===== config.mk =====
export PLATFORM = sky130hd
export DESIGN_NAME = uart_beacon_top
export DESIGN_NICKNAME = d
export VERILOG_FILES = /design/src/uart_beacon_pkg.sv /design/src/baud_tick_gen.sv /design/src/digit_sequencer.sv /design/src/uart_beacon_top.sv /design/src/uart_tx_8n1.sv
export SDC_FILE = /design/constraint.sdc
export NUM_CORES = 1
export LEC_CHECK = 0
export BUFFER_PORTS_ARGS = -buffer_cell sky130_fd_sc_hd__buf_2
export CORE_MARGIN = 5
export CORE_UTILIZATION = 61
export CTS_CLUSTER_DIAMETER = 120
export DETAILED_ROUTE_END_ITERATION = 10
export PLACE_DENSITY = 0.77
export SLEW_MARGIN = 40
export SYNTH_ARGS = -nofsm -noshare
export SYNTH_HDL_FRONTEND = slang
export SYNTH_HIERARCHICAL = 1
export SYNTH_SLANG_ARGS = --single-unit

===== constraint.sdc =====
create_clock -name clk -period 1.97 [get_ports clk]
set_input_delay 0.394 -clock clk [delete_from_list [all_inputs] [get_ports clk]]
set_output_delay 0.394 -clock clk [all_outputs]
set_load 0.005 [all_outputs]

===== src/uart_beacon_pkg.sv =====
package uart_beacon_pkg;

    // system clock, 25 MHz board oscillator
    localparam int clk_freq_hz = 25_000_000;

    // serial line rate
    localparam int baud_rate = 115_200;

    // clocks per bit period, rounded to nearest
    // 25e6 / 115200 = 217.01 -> 217
    localparam int clks_per_bit = (clk_freq_hz + baud_rate / 2) / baud_rate;

    // divider counter width, holds 0 .. clks_per_bit-1
    localparam int tick_cnt_w = 8;

    // last divider count before reload
    localparam logic [tick_cnt_w-1:0] tick_last = tick_cnt_w'(clks_per_bit - 1);

    // ascii digit range of the beacon
    localparam logic [7:0] ascii_first = 8'h30;
    localparam logic [7:0] ascii_last  = 8'h39;

    // 8n1 frame: start, eight data bits, stop
    localparam int frame_bits = 10;

    // bit index counter inside a frame
    localparam int bit_cnt_w = $clog2(frame_bits);

    // index of the stop bit period
    localparam logic [bit_cnt_w-1:0] stop_idx = bit_cnt_w'(frame_bits - 1);

    // sequencer to transmitter
    // send is a level, data held stable while send is high
    typedef struct packed {
        logic [7:0] data;
        logic       send;
    } tx_req_t;

    // transmitter back to sequencer
    // done is a one-cycle pulse at the end of the stop bit
    typedef struct packed {
        logic busy;
        logic done;
    } tx_stat_t;

endpackage


===== src/baud_tick_gen.sv =====
`timescale 1ns/1ps

module baud_tick_gen (
    input  logic clk,
    input  logic rst_n,
    output logic baud_tick
);

    // free-running bit period counter
    logic [uart_beacon_pkg::tick_cnt_w-1:0] cnt_q;

    // counter at its last value this cycle
    logic wrap;

    assign wrap = (cnt_q == uart_beacon_pkg::tick_last);

    // counts 0 .. clks_per_bit-1, then reloads
    // one tick per bit period, used as a clock enable
    // by the transmitter instead of a divided clock
    always_ff @(posedge clk or negedge rst_n) begin
        if (!rst_n) begin
            cnt_q     <= '0;
            baud_tick <= 1'b0;
        end else begin
            // registered tick, high for the one cycle after the reload
            baud_tick <= wrap;
            if (wrap) begin
                cnt_q <= '0;
            end else begin
                cnt_q <= cnt_q + 1'b1;
            end
        end
    end

    // tick spacing
    //   cnt_q walks 217 distinct values, so ticks are 217 clocks apart
    //   the first tick comes 217 clocks after reset release
    //   nothing stops the divider, it keeps running while the line is idle
    //
    // start bit alignment
    //   the transmitter waits for the next tick before the start edge,
    //   so the acceptance to start edge delay is 1 .. 217 clocks

endmodule


===== src/digit_sequencer.sv =====
`timescale 1ns/1ps

module digit_sequencer (
    input  logic                      clk,
    input  logic                      rst_n,
    input  logic                      run,
    input  uart_beacon_pkg::tx_stat_t stat,
    output uart_beacon_pkg::tx_req_t  req
);

    // registered copy of run, drives the send level
    logic send_q;

    // current ascii digit offered to the transmitter
    logic [7:0] digit_q;

    // digit to load when a frame completes
    logic [7:0] digit_nxt;

    // wrap from "9" back to "0"
    always_comb begin
        if (digit_q == uart_beacon_pkg::ascii_last) begin
            digit_nxt = uart_beacon_pkg::ascii_first;
        end else begin
            digit_nxt = digit_q + 8'd1;
        end
    end

    // send follows run one cycle later
    // a low run only stops new frames, the transmitter
    // finishes a frame it has already taken
    always_ff @(posedge clk or negedge rst_n) begin
        if (!rst_n) begin
            send_q <= 1'b0;
        end else begin
            send_q <= run;
        end
    end

    // advance only on done
    // busy is not looked at here, the digit is simply held
    // for as long as the transmitter needs it
    always_ff @(posedge clk or negedge rst_n) begin
        if (!rst_n) begin
            digit_q <= uart_beacon_pkg::ascii_first;
        end else if (stat.done) begin
            digit_q <= digit_nxt;
        end
    end

    // digit changes in the cycle after the done pulse;
    // the transmitter skips acceptance during that pulse,
    // so it always latches the new digit, never the old one again
    //
    // a frame that ends while run is low still advances the digit,
    // so the stream resumes with the next character after a pause

    // request to the transmitter
    assign req = '{
        data: digit_q,
        send: send_q
    };

endmodule


===== src/uart_beacon_top.sv =====
`timescale 1ns/1ps

module uart_beacon_top (
    input  logic clk,
    input  logic rst_n,
    input  logic run,
    output logic tx
);

    // bit period enable from the divider
    logic baud_tick;

    // digit and send level toward the transmitter
    uart_beacon_pkg::tx_req_t req;

    // busy and done back to the sequencer
    uart_beacon_pkg::tx_stat_t stat;

    // baud tick generator, runs beside the pipeline
    baud_tick_gen u_tick (
        .clk       (clk),
        .rst_n     (rst_n),
        .baud_tick (baud_tick)
    );

    // stage one
    // offers "0" .. "9" in turn while run is high
    digit_sequencer u_seq (
        .clk   (clk),
        .rst_n (rst_n),
        .run   (run),
        .stat  (stat),
        .req   (req)
    );

    // stage two
    // 8n1 serializer, one frame in flight at a time
    uart_tx_8n1 u_tx (
        .clk       (clk),
        .rst_n     (rst_n),
        .baud_tick (baud_tick),
        .req       (req),
        .stat      (stat),
        .tx        (tx)
    );

    // frame to frame flow with run held high
    //   done pulses at the stop bit's closing tick
    //   digit advances on the next edge
    //   transmitter takes the new digit the cycle after that
    //   start edge follows on the next tick, 217 clocks after the stop end
    //
    // with run low the current frame still finishes,
    // the digit advances, and the line then stays high

endmodule


===== src/uart_tx_8n1.sv =====
`timescale 1ns/1ps

module uart_tx_8n1 (
    input  logic                      clk,
    input  logic                      rst_n,
    input  logic                      baud_tick,
    input  uart_beacon_pkg::tx_req_t  req,
    output uart_beacon_pkg::tx_stat_t stat,
    output logic                      tx
);

    // frame states
    //   st_idle       line high, waiting for send
    //   st_wait_tick  byte latched, waiting to align to a bit boundary
    //   st_start      start bit on the line
    //   st_data       data bits, lsb first
    //   st_stop       stop bit on the line
    typedef enum logic [2:0] {
        st_idle,
        st_wait_tick,
        st_start,
        st_data,
        st_stop
    } tx_state_e;

    tx_state_e state_q;

    // byte being shifted out
    logic [7:0] shift_q;

    // index of the current bit period, 0 = start, stop_idx = stop
    logic [uart_beacon_pkg::bit_cnt_w-1:0] bit_cnt_q;
    logic [uart_beacon_pkg::bit_cnt_w-1:0] bit_nxt;

    // end of frame pulse
    logic done_q;

    // line driver register, keeps tx glitch free
    logic tx_q;

    // take a byte when idle and asked to send
    // not during the done cycle, the sequencer swaps its digit then
    logic accept;

    // a bit boundary inside start or data
    logic shift_en;

    assign accept   = (state_q == st_idle) && req.send && !done_q;
    assign shift_en = baud_tick && ((state_q == st_start) || (state_q == st_data));
    assign bit_nxt  = bit_cnt_q + 1'b1;

    // frame control
    always_ff @(posedge clk or negedge rst_n) begin
        if (!rst_n) begin
            state_q   <= st_idle;
            bit_cnt_q <= '0;
            done_q    <= 1'b0;
            tx_q      <= 1'b1;
        end else begin
            // done is a single cycle pulse
            done_q <= 1'b0;
            case (state_q)
                st_idle: begin
                    if (accept) begin
                        state_q <= st_wait_tick;
                    end
                end
                st_wait_tick: begin
                    // start edge lands on the next tick
                    if (baud_tick) begin
                        state_q   <= st_start;
                        bit_cnt_q <= '0;
                        tx_q      <= 1'b0;
                    end
                end
                st_start, st_data: begin
                    if (baud_tick) begin
                        bit_cnt_q <= bit_nxt;
                        if (bit_nxt == uart_beacon_pkg::stop_idx) begin
                            state_q <= st_stop;
                            tx_q    <= 1'b1;
                        end else begin
                            state_q <= st_data;
                            tx_q    <= shift_q[0];
                        end
                    end
                end
                st_stop: begin
                    // stop bit over, busy drops with done
                    if (baud_tick) begin
                        state_q <= st_idle;
                        done_q  <= 1'b1;
                    end
                end
                default: begin
                    state_q <= st_idle;
                    tx_q    <= 1'b1;
                end
            endcase
        end
    end

    // payload, lsb leaves first
    always_ff @(posedge clk) begin
        if (accept) begin
            shift_q <= req.data;
        end else if (shift_en) begin
            shift_q <= {1'b0, shift_q[7:1]};
        end
    end

    assign stat = '{
        busy: (state_q != st_idle),
        done: done_q
    };

    assign tx = tx_q;

endmodule

==> results of run 1 <==
[kinds of logic (layout without fill, tap and decap cells)]
| kind of cell | Yosys count | count (layout) | share of synthesized area (%) |
|---|---|---|---|
| buf+inv | 13 | 19 | 3.696 |
| flops | 35 | 35 | 51.26 |
| simple gates | 61 | 61 | 21.90 |
| fa+ha+maj | 6 | 6 | 4.184 |
| compound gates | 23 | 23 | 8.090 |
| mux | 8 | 8 | 6.485 |
| xor+xnor | 9 | 9 | 4.393 |
[cell usage after synthesis (2+ instances only)]
library cell / n / area, um^2
sky130_fd_sc_hd__ha_1: 6 / 75.07
sky130_fd_sc_hd__a21oi_1: 4 / 20.02
sky130_fd_sc_hd__buf_4: 2 / 15.01
sky130_fd_sc_hd__nor2_1: 9 / 33.78
sky130_fd_sc_hd__o211ai_1: 3 / 22.52
sky130_fd_sc_hd__inv_1: 8 / 30.03
sky130_fd_sc_hd__nand4_1: 3 / 18.77
sky130_fd_sc_hd__nand2_1: 12 / 45.04
sky130_fd_sc_hd__edfxtp_1: 8 / 240.2
sky130_fd_sc_hd__nor2b_1: 2 / 12.51
sky130_fd_sc_hd__buf_2: 2 / 10.01
sky130_fd_sc_hd__nand3b_1: 4 / 30.03
sky130_fd_sc_hd__nand3_1: 9 / 45.04
sky130_fd_sc_hd__dfrtp_1: 24 / 600.6
sky130_fd_sc_hd__nand2b_1: 6 / 37.54
sky130_fd_sc_hd__xor2_1: 5 / 43.79
sky130_fd_sc_hd__xnor2_1: 4 / 35.03
sky130_fd_sc_hd__o21ai_0: 6 / 30.03
sky130_fd_sc_hd__nor3_2: 2 / 20.02
sky130_fd_sc_hd__o21ai_1: 2 / 10.01
sky130_fd_sc_hd__or4b_1: 2 / 20.02
sky130_fd_sc_hd__o22ai_1: 3 / 18.77
sky130_fd_sc_hd__mux2_4: 7 / 105.1
sky130_fd_sc_hd__dfstp_2: 3 / 78.83
[path summary, 6_finish.rpt]
| check | to | slack, ps | depth (start not counted) |
|---|---|---|---|
| min in group clk | u_seq/send_q$_DFF_PN0_ | 160 | 1 |
| worst max-delay path | u_tx/shift_q[6]$_DFFE_PP_ | 320 | 3 |
| worst max register to register | u_tx/shift_q[6]$_DFFE_PP_ | 320 | 3 |
| worst min-delay path | u_tx/bit_cnt_q[3]$_DFFE_PN0P_ | 40 | 1 |
| max in group asynchronous | u_tick/cnt_q[5]$_DFF_PN0_ | 1540 | 1 |
| worst min register to register | u_tick/cnt_q[0]$_DFF_PN0_ | 510 | 1 |
[through the flow]
step	cells	area, um^2	util (%)	total power, uW
2_1_floorplan	155	1794	-	802.0
3_3_place_gp	184	1812	65.14	813.9
3_5_place_dp	184	1812	65.14	816.7
4_1_cts	192	1893	68.06	1334
5_1_grt	192	1893	68.06	1386
6_report	192	1893	68.06	1310
[layout make-up]
cell class / count / area share (%)
flip-flops and latches: 35 / 48.58
multi-input cells: 107 / 42.70
clock inverters: 3 / 2.313
well taps: 31 / 2.049
clock buffers: 5 / 1.983
inverters: 8 / 1.586
repair buffers: 3 / 0.7931
[sequential cells by signal (all words and copies together) (netlist names)]
| register | flops |
|---|---|
| u_seq/digit_q | 8 |
| u_tick/cnt_q | 8 |
| u_tx/shift_q | 8 |
| u_tx/bit_cnt_q | 4 |
| u_tx/state_q | 3 |
| u_seq/send_q | 1 |
| u_tick/baud_tick | 1 |
| u_tx/done_q | 1 |
| u_tx/tx | 1 |
[worst max-delay path: cells and delay by family (launching register included)]
| family | cells | cell delay, ps |
|---|---|---|
| simple gates | 3 | 870 |
| flops | 1 | 460 |
[power breakdown]
group,internal (uW),switching (uW)
Sequential,751,5.18
Clock,267,243
Combinational,20.9,23.2
[per-layer routing]
metal	GRT usage, %	vias to the layer above
met5	0	-
li1	-	563
met3	5.954	10
met1	20.27	541
met2	28.02	24
met4	7.634	0
==> implementation parameters, run 1 <==
Parameter                              Value

Status
  Result of the run ... finished, final reports clean

Clocking
  Deepest clock path buffer count ... 2
  Cts bufs inserted ... 5
  Buffers inserted during post-CTS setup optimization ... 0
  Clock tree from TritonCTS ... yes
  CTS-repair resized insts ... 0
  Cell at the root of the clock tree ... sky130_fd_sc_hd__clkbuf_4
  Count of hold buffers inserted by post-cts repair ... 0
  Sink count of the clock tree ... 35
  Clock latency of the later-clocked register in the worst-skew pair ... between 300 and 400 ps
  Clk slew on worst S/H paths ... 110 ps
  H-Tree Depth ... 2

Critical path
  Element type at the critical path end ... register
  Arrival @ worst endpoint ... 1680 ps
  Critical path startpoint ... u_tx/state_q[2]$_DFFE_PN0P_
  Startpoint of the worst register-to-register path ... u_tx/state_q[2]$_DFFE_PN0P_
  Cell-by-cell trace of the critical path ... or3_4 -> nand2b_4 -> nand2_1
  Biggest fanout along the worst timing path ... 9
  Maximum single-stage delay on the critical path ... 460 ps
  Master of the slowest instance on the critical path ... sky130_fd_sc_hd__dfrtp_1
  Kind of critical path ... reg2reg
  CP required ... 2000 ps
  Startpoint type of the worst setup path ... register

Detailed routing
  Met1 wire length ... approximately 1300 um
  Number of remaining DRC errors ... 0
  Routed met3 length ... 129 um
  Number of detailed-route iterations in the first pass ... 5
  Vias/cell ... 5.927
  Met2 layer wire length in the routed design ... ~1400 um
  Uppermost signal routing layer after detailed routing ... met4
  Overall routed net length ... 2963 um
  Post-DRT Antenna Nets ... 0
  Per-cell routed wire length ... 15.43 um
  Via total after detailed routing ... 1138
  DRC violation total after the first TritonRoute iteration ... 67

Cells and area
  Most common cell after layout, fill and taps aside ... sky130_fd_sc_hd__dfrtp_1
  Number of diodes ... 0
  Area growth syn-to-layout ... 5.509%
  Share of final-layout standard cells stronger than drive strength 1 ... 19.25%
  Net count, final ... 169
  Area occupied by multi-input gates ... 808.3 um^2
  Commonest cells after routing, fill and taps aside ... 24 x sky130_fd_sc_hd__dfrtp_1, 12 x sky130_fd_sc_hd__nand2_1, 9 x sky130_fd_sc_hd__nand3_1, 9 x sky130_fd_sc_hd__nor2_1
  Count of fill cells added during filler insertion ... approximately 200
  Sequential cell area ... 919.6 um^2

STA
  RSZ-0062 raised after global routing ... false
  Post-layout minimum cycle time ... 1651 ps
  Maximum operating frequency ... 0.6058 GHz
  Final hold violation count ... 0
  Setup TNS after final layout ... 0 ps
  Maximum clock skew at final layout ... 5.521 ps
  Count of final setup violators ... 0
  Worst hold slack ... 35.95 ps
  Max-slew violations ... 0
  Slew headroom ... about three fifths
  Worst setup margin ... 319.3 ps
  Slew at the pin closest to its max-slew limit ... 587.2 ps
  Final cycle utilization of the critical path ... 83.79%

Power
  Leakage ... 0.0008051 uW
  Maximum vdd ir drop ... 0.0006397 V
  Power density over cell area ... 691.9 nW/um^2

Synth
  Share of async-settable or async-resettable flops after synthesis ... 77.14%
  Post-Synthesis Cells ... 155
  Total number of yosys warnings ... 6
  Post-synthesis average cell area ... 11.58 um^2
  Portion of the post-synthesis area used by sequential elements ... 51.26%
  Synthesized Nets ... roughly 160
  Syn Std Cell Area ... 1794 um^2
  Post-synth EDFFs ... 8
  Yosys reg bits ... 35
  Netlist cell types ... 43
  Prevailing post-synth register cell ... sky130_fd_sc_hd__dfrtp_1

Global routing
  Largest net degree at the start of global routing ... 28
  Global-route wire length before repair ... roughly 5400 um
  Vias in the first global route ... 1205
  Initial antenna violation count ... 0
  Final global-route overflow total ... 0
  Total global routing track utilization ... 17.12%

Run
  Number of maximum-capacitance violations ... 0

Placed design
  GPL Wtd Cong ... between 0.7 and 0.8
  Total of buffers placed on input and output ports ... 3
  Post-Place Setup Slack ... 327.5 ps
  Final HPWL DP ... 2162 um

Die
  I/O pin count ... 4
  Die area ... 4126 um^2
  Die height ... 64.24 um
  Starting density of the core ... between 60 and 70%
  DIE WIDTH ... 64.24 um
  Core area ... 2781 um^2
  Rows ... 19

Worst hold path
  Hold crit path type ... in2async
(Power assumes the default switching activity.)
==> run 2: changes to the inputs <==
Settings changed: CORE_UTILIZATION 61 to 55, PLACE_DENSITY 0.77 to 0.73.
Clock period 1.97 ns to 1.4 ns, I/O delays scaled along.
==> implementation parameters, run 2 (synthesis gave the netlist of run 1 again) <==
Parameter                              Value

Cells and area
  Area growth syn-to-layout ... 19.04% (was 5.509%)
  Net count, final ... 190 (was 169)
  Largest registers ... u_seq/digit_q (8), u_tick/cnt_q (8), u_tx/shift_q (8) (unchanged)
  Count of fill cells added during filler insertion ... 251 (was 203)
  Number of diodes ... 0 (unchanged)
  Commonest cells after routing, fill and taps aside ... 23 x sky130_fd_sc_hd__dfrtp_1, 16 x sky130_fd_sc_hd__buf_4, 11 x sky130_fd_sc_hd__nand2_1, 9 x sky130_fd_sc_hd__nand3_1 (was 24 x sky130_fd_sc_hd__dfrtp_1, 12 x sky130_fd_sc_hd__nand2_1, 9 x sky130_fd_sc_hd__nand3_1, 9 x sky130_fd_sc_hd__nor2_1)
  Share of final-layout standard cells stronger than drive strength 1 ... 32.42% (was 19.25%)
  Most common cell after layout, fill and taps aside ... sky130_fd_sc_hd__dfrtp_1 (unchanged)
  Post-layout instance count excluding filler cells ... 226 (was 192)

Detailed routing
  Number of remaining DRC errors ... 0 (unchanged)
  Per-cell routed wire length ... 15.31 um (was 15.43 um)
  Post-DRT Antenna Nets ... 0 (unchanged)
  Number of detailed-route iterations in the first pass ... 4 (was 5)
  Vias/cell ... 5.602 (was 5.927)
  DRC violation total after the first TritonRoute iteration ... 56 (was 67)
  Via total after detailed routing ... 1266 (was 1138)
  Overall routed net length ... 3459 um (was 2963 um)

Clocking
  Cell at the root of the clock tree ... sky130_fd_sc_hd__clkbuf_4 (unchanged)
  Clock tree from TritonCTS ... yes (unchanged)
  Sink count of the clock tree ... 35 (unchanged)
  Deepest clock path buffer count ... 2 (unchanged)
  Clk slew on worst S/H paths ... 110 ps (about the same)
  Clock latency of the later-clocked register in the worst-skew pair ... 330 ps (was 340 ps)
  Cts bufs inserted ... 5 (unchanged)
  H-Tree Depth ... 2 (unchanged)

Critical path
  Startpoint type of the worst setup path ... register (unchanged)
  Maximum single-stage delay on the critical path ... 400 ps (was 460 ps)
  Cell-by-cell trace of the critical path ... or3_4 -> nand2b_4 -> mux2_4 (was or3_4 -> nand2b_4 -> nand2_1)
  Element type at the critical path end ... register (unchanged)
  Biggest fanout along the worst timing path ... 5 (was 9)
  Master of the slowest instance on the critical path ... sky130_fd_sc_hd__dfrtp_1 (unchanged)
  CP required ... 1490 ps (was 2000 ps)
  Kind of critical path ... reg2reg (unchanged)
  Arrival @ worst endpoint ... 1620 ps (was 1680 ps)

Die
  Core area ... 3103 um^2 (was 2781 um^2)
  Rows ... 20 (was 19)
  DIE WIDTH ... 67.12 um (was 64.24 um)
  I/O pin count ... 4 (unchanged)
  Starting density of the core ... 57.82% (was 64.51%)
  Die area ... 4504 um^2 (was 4126 um^2)
  Die height ... 67.12 um (was 64.24 um)

Global routing
  Final global-route overflow total ... 0 (unchanged)
  Vias in the first global route ... 1264 (was 1205)
  Largest net degree at the start of global routing ... 23 (was 28)
  Total global routing track utilization ... 17.52% (was 17.12%)
  Global-route wire length before repair ... 5823 um (was 5368 um)
  Initial antenna violation count ... 0 (unchanged)

Worst hold path
  Hold crit path type ... in2reg (was in2async)

Run
  Number of maximum-capacitance violations ... 0 (unchanged)

Power
  Total chip power ... 1685 uW (was 1310 uW)
  Maximum vdd ir drop ... 0.0006771 V (was 0.0006397 V)
  Power density over cell area ... 788.8 nW/um^2 (was 691.9 nW/um^2)
  Leakage ... 0.0009225 uW (was 0.0008051 uW)

STA
  Post-layout minimum cycle time ... 1530 ps (was 1651 ps)
  Final hold violation count ... 0 (unchanged)
  Slew headroom ... 76.33% (was 60.85%)
  Maximum clock skew at final layout ... 3.753 ps (was 5.521 ps)
  Final cycle utilization of the critical path ... 109.3% (was 83.79%)
  Maximum operating frequency ... 0.6535 GHz (was 0.6058 GHz)
  RSZ-0062 raised after global routing ... true (was false)
  Count of final setup violators ... 8 (was 0)
  Slew at the pin closest to its max-slew limit ... 355.0 ps (was 587.2 ps)
  Max-slew violations ... 0 (unchanged)
  Worst setup margin ... -130.3 ps (was 319.3 ps)

Placed design
  Total of buffers placed on input and output ports ... 3 (unchanged)
  GPL Wtd Cong ... 0.7554 (was 0.7998)
  Placed instance count ... 211 (was 184)
  Final HPWL DP ... 2413 um (was 2162 um)

Status
  Violations in the final reports ... setup timing
  Result of the run ... finished, violations left (was finished, final reports clean)
run 2: cell count changes in the layout (fill, tap and decap cells not counted), moves of 2 or more:
cell                      previous run  this run
sky130_fd_sc_hd__ha_1                6         4
sky130_fd_sc_hd__ha_2                0         2
sky130_fd_sc_hd__o21ai_1             2         4
sky130_fd_sc_hd__buf_4               0        16
sky130_fd_sc_hd__buf_6               0         2
sky130_fd_sc_hd__o21ai_0             6         4
run 2: timing repair:
item | CTS | global route
endpoints found under the hold margin | 25 | 0
resized for setup | 9 | 11
setup endpoints to repair | 20 | 21
hold buffers | 1 | 0
setup buffers | 1 | 4
gates cloned | 1 | 0
pin swaps | 2 | 4
run 2: routing by layer:
layer  track usage [%]  vias to the layer above  part of all wire [%]
met3             5.565                        0                   4.0
met2             29.82                       32                    52
li1                  -                      607                     -
met4             3.038                        0                     0
met5                 0                        -                     0
met1             22.02                      627                    44
run 2: per-stage QoR:
stage | hold WS (ps) | TNS, ps | instance area (um^2) | setup slack (ps) | util (%)
6_report | 44.46 | -949.7 | 2136 | -130.3 | 68.83
5_1_grt | 21.88 | -1438 | 2136 | -181.2 | 68.83
3_5_place_dp | 125.2 | -2693 | 1946 | -183.4 | 62.70
4_1_cts | 25.52 | -878.1 | 2068 | -135.6 | 66.65
2_1_floorplan | -15.59 | -2801 | 1798 | -191.9 | -
3_3_place_gp | 117.1 | -1771 | 1946 | -131.0 | 62.70
run 2: area by class of cell:
cell class	instances	area, um^2	area share (%)
timing repair buffer	23	187.7	8.787
clock buffer	6	41.29	1.933
clock inverter	2	12.51	0.5858
sequential	35	920.9	43.12
multi-input combinational	108	888.4	41.59
inverter	8	30.03	1.406
tap	44	55.05	2.578
run 2: final timing paths:
| kind | end | cells after the start | slack (ps) | start |
|---|---|---|---|---|
| setup / recovery | u_tx/shift_q[1]$_DFFE_PP_ | 3 | -130 | u_tx/state_q[0]$_DFFE_PN0P_ |
| hold / removal | u_seq/send_q$_DFF_PN0_ | 1 | 40 | run |
| setup reg to reg | u_tx/shift_q[1]$_DFFE_PP_ | 3 | -130 | u_tx/state_q[0]$_DFFE_PN0P_ |
| hold reg to reg | u_seq/digit_q[7]$_DFFE_PN0P_ | 1 | 520 | u_seq/digit_q[7]$_DFFE_PN0P_ |
| max in group asynchronous | u_seq/digit_q[5]$_DFFE_PN1P_ | 3 | 660 | rst_n |
| min in group asynchronous | u_tx/bit_cnt_q[2]$_DFFE_PN0P_ | 2 | 310 | rst_n |
run 2: power breakdown:
| part | switching, uW | internal (uW) |
|---|---|---|
| clock | 332 | 194 |
| sequential | 4.55 | 1060 |
| combinational | 46.2 | 51.4 |
run 2: critical path: cells and delay by family, from the launching register on:
kind,cells,cell delay (ps)
multiplexers,1,310
flip-flops,1,400
AND/OR/NAND/NOR,2,580
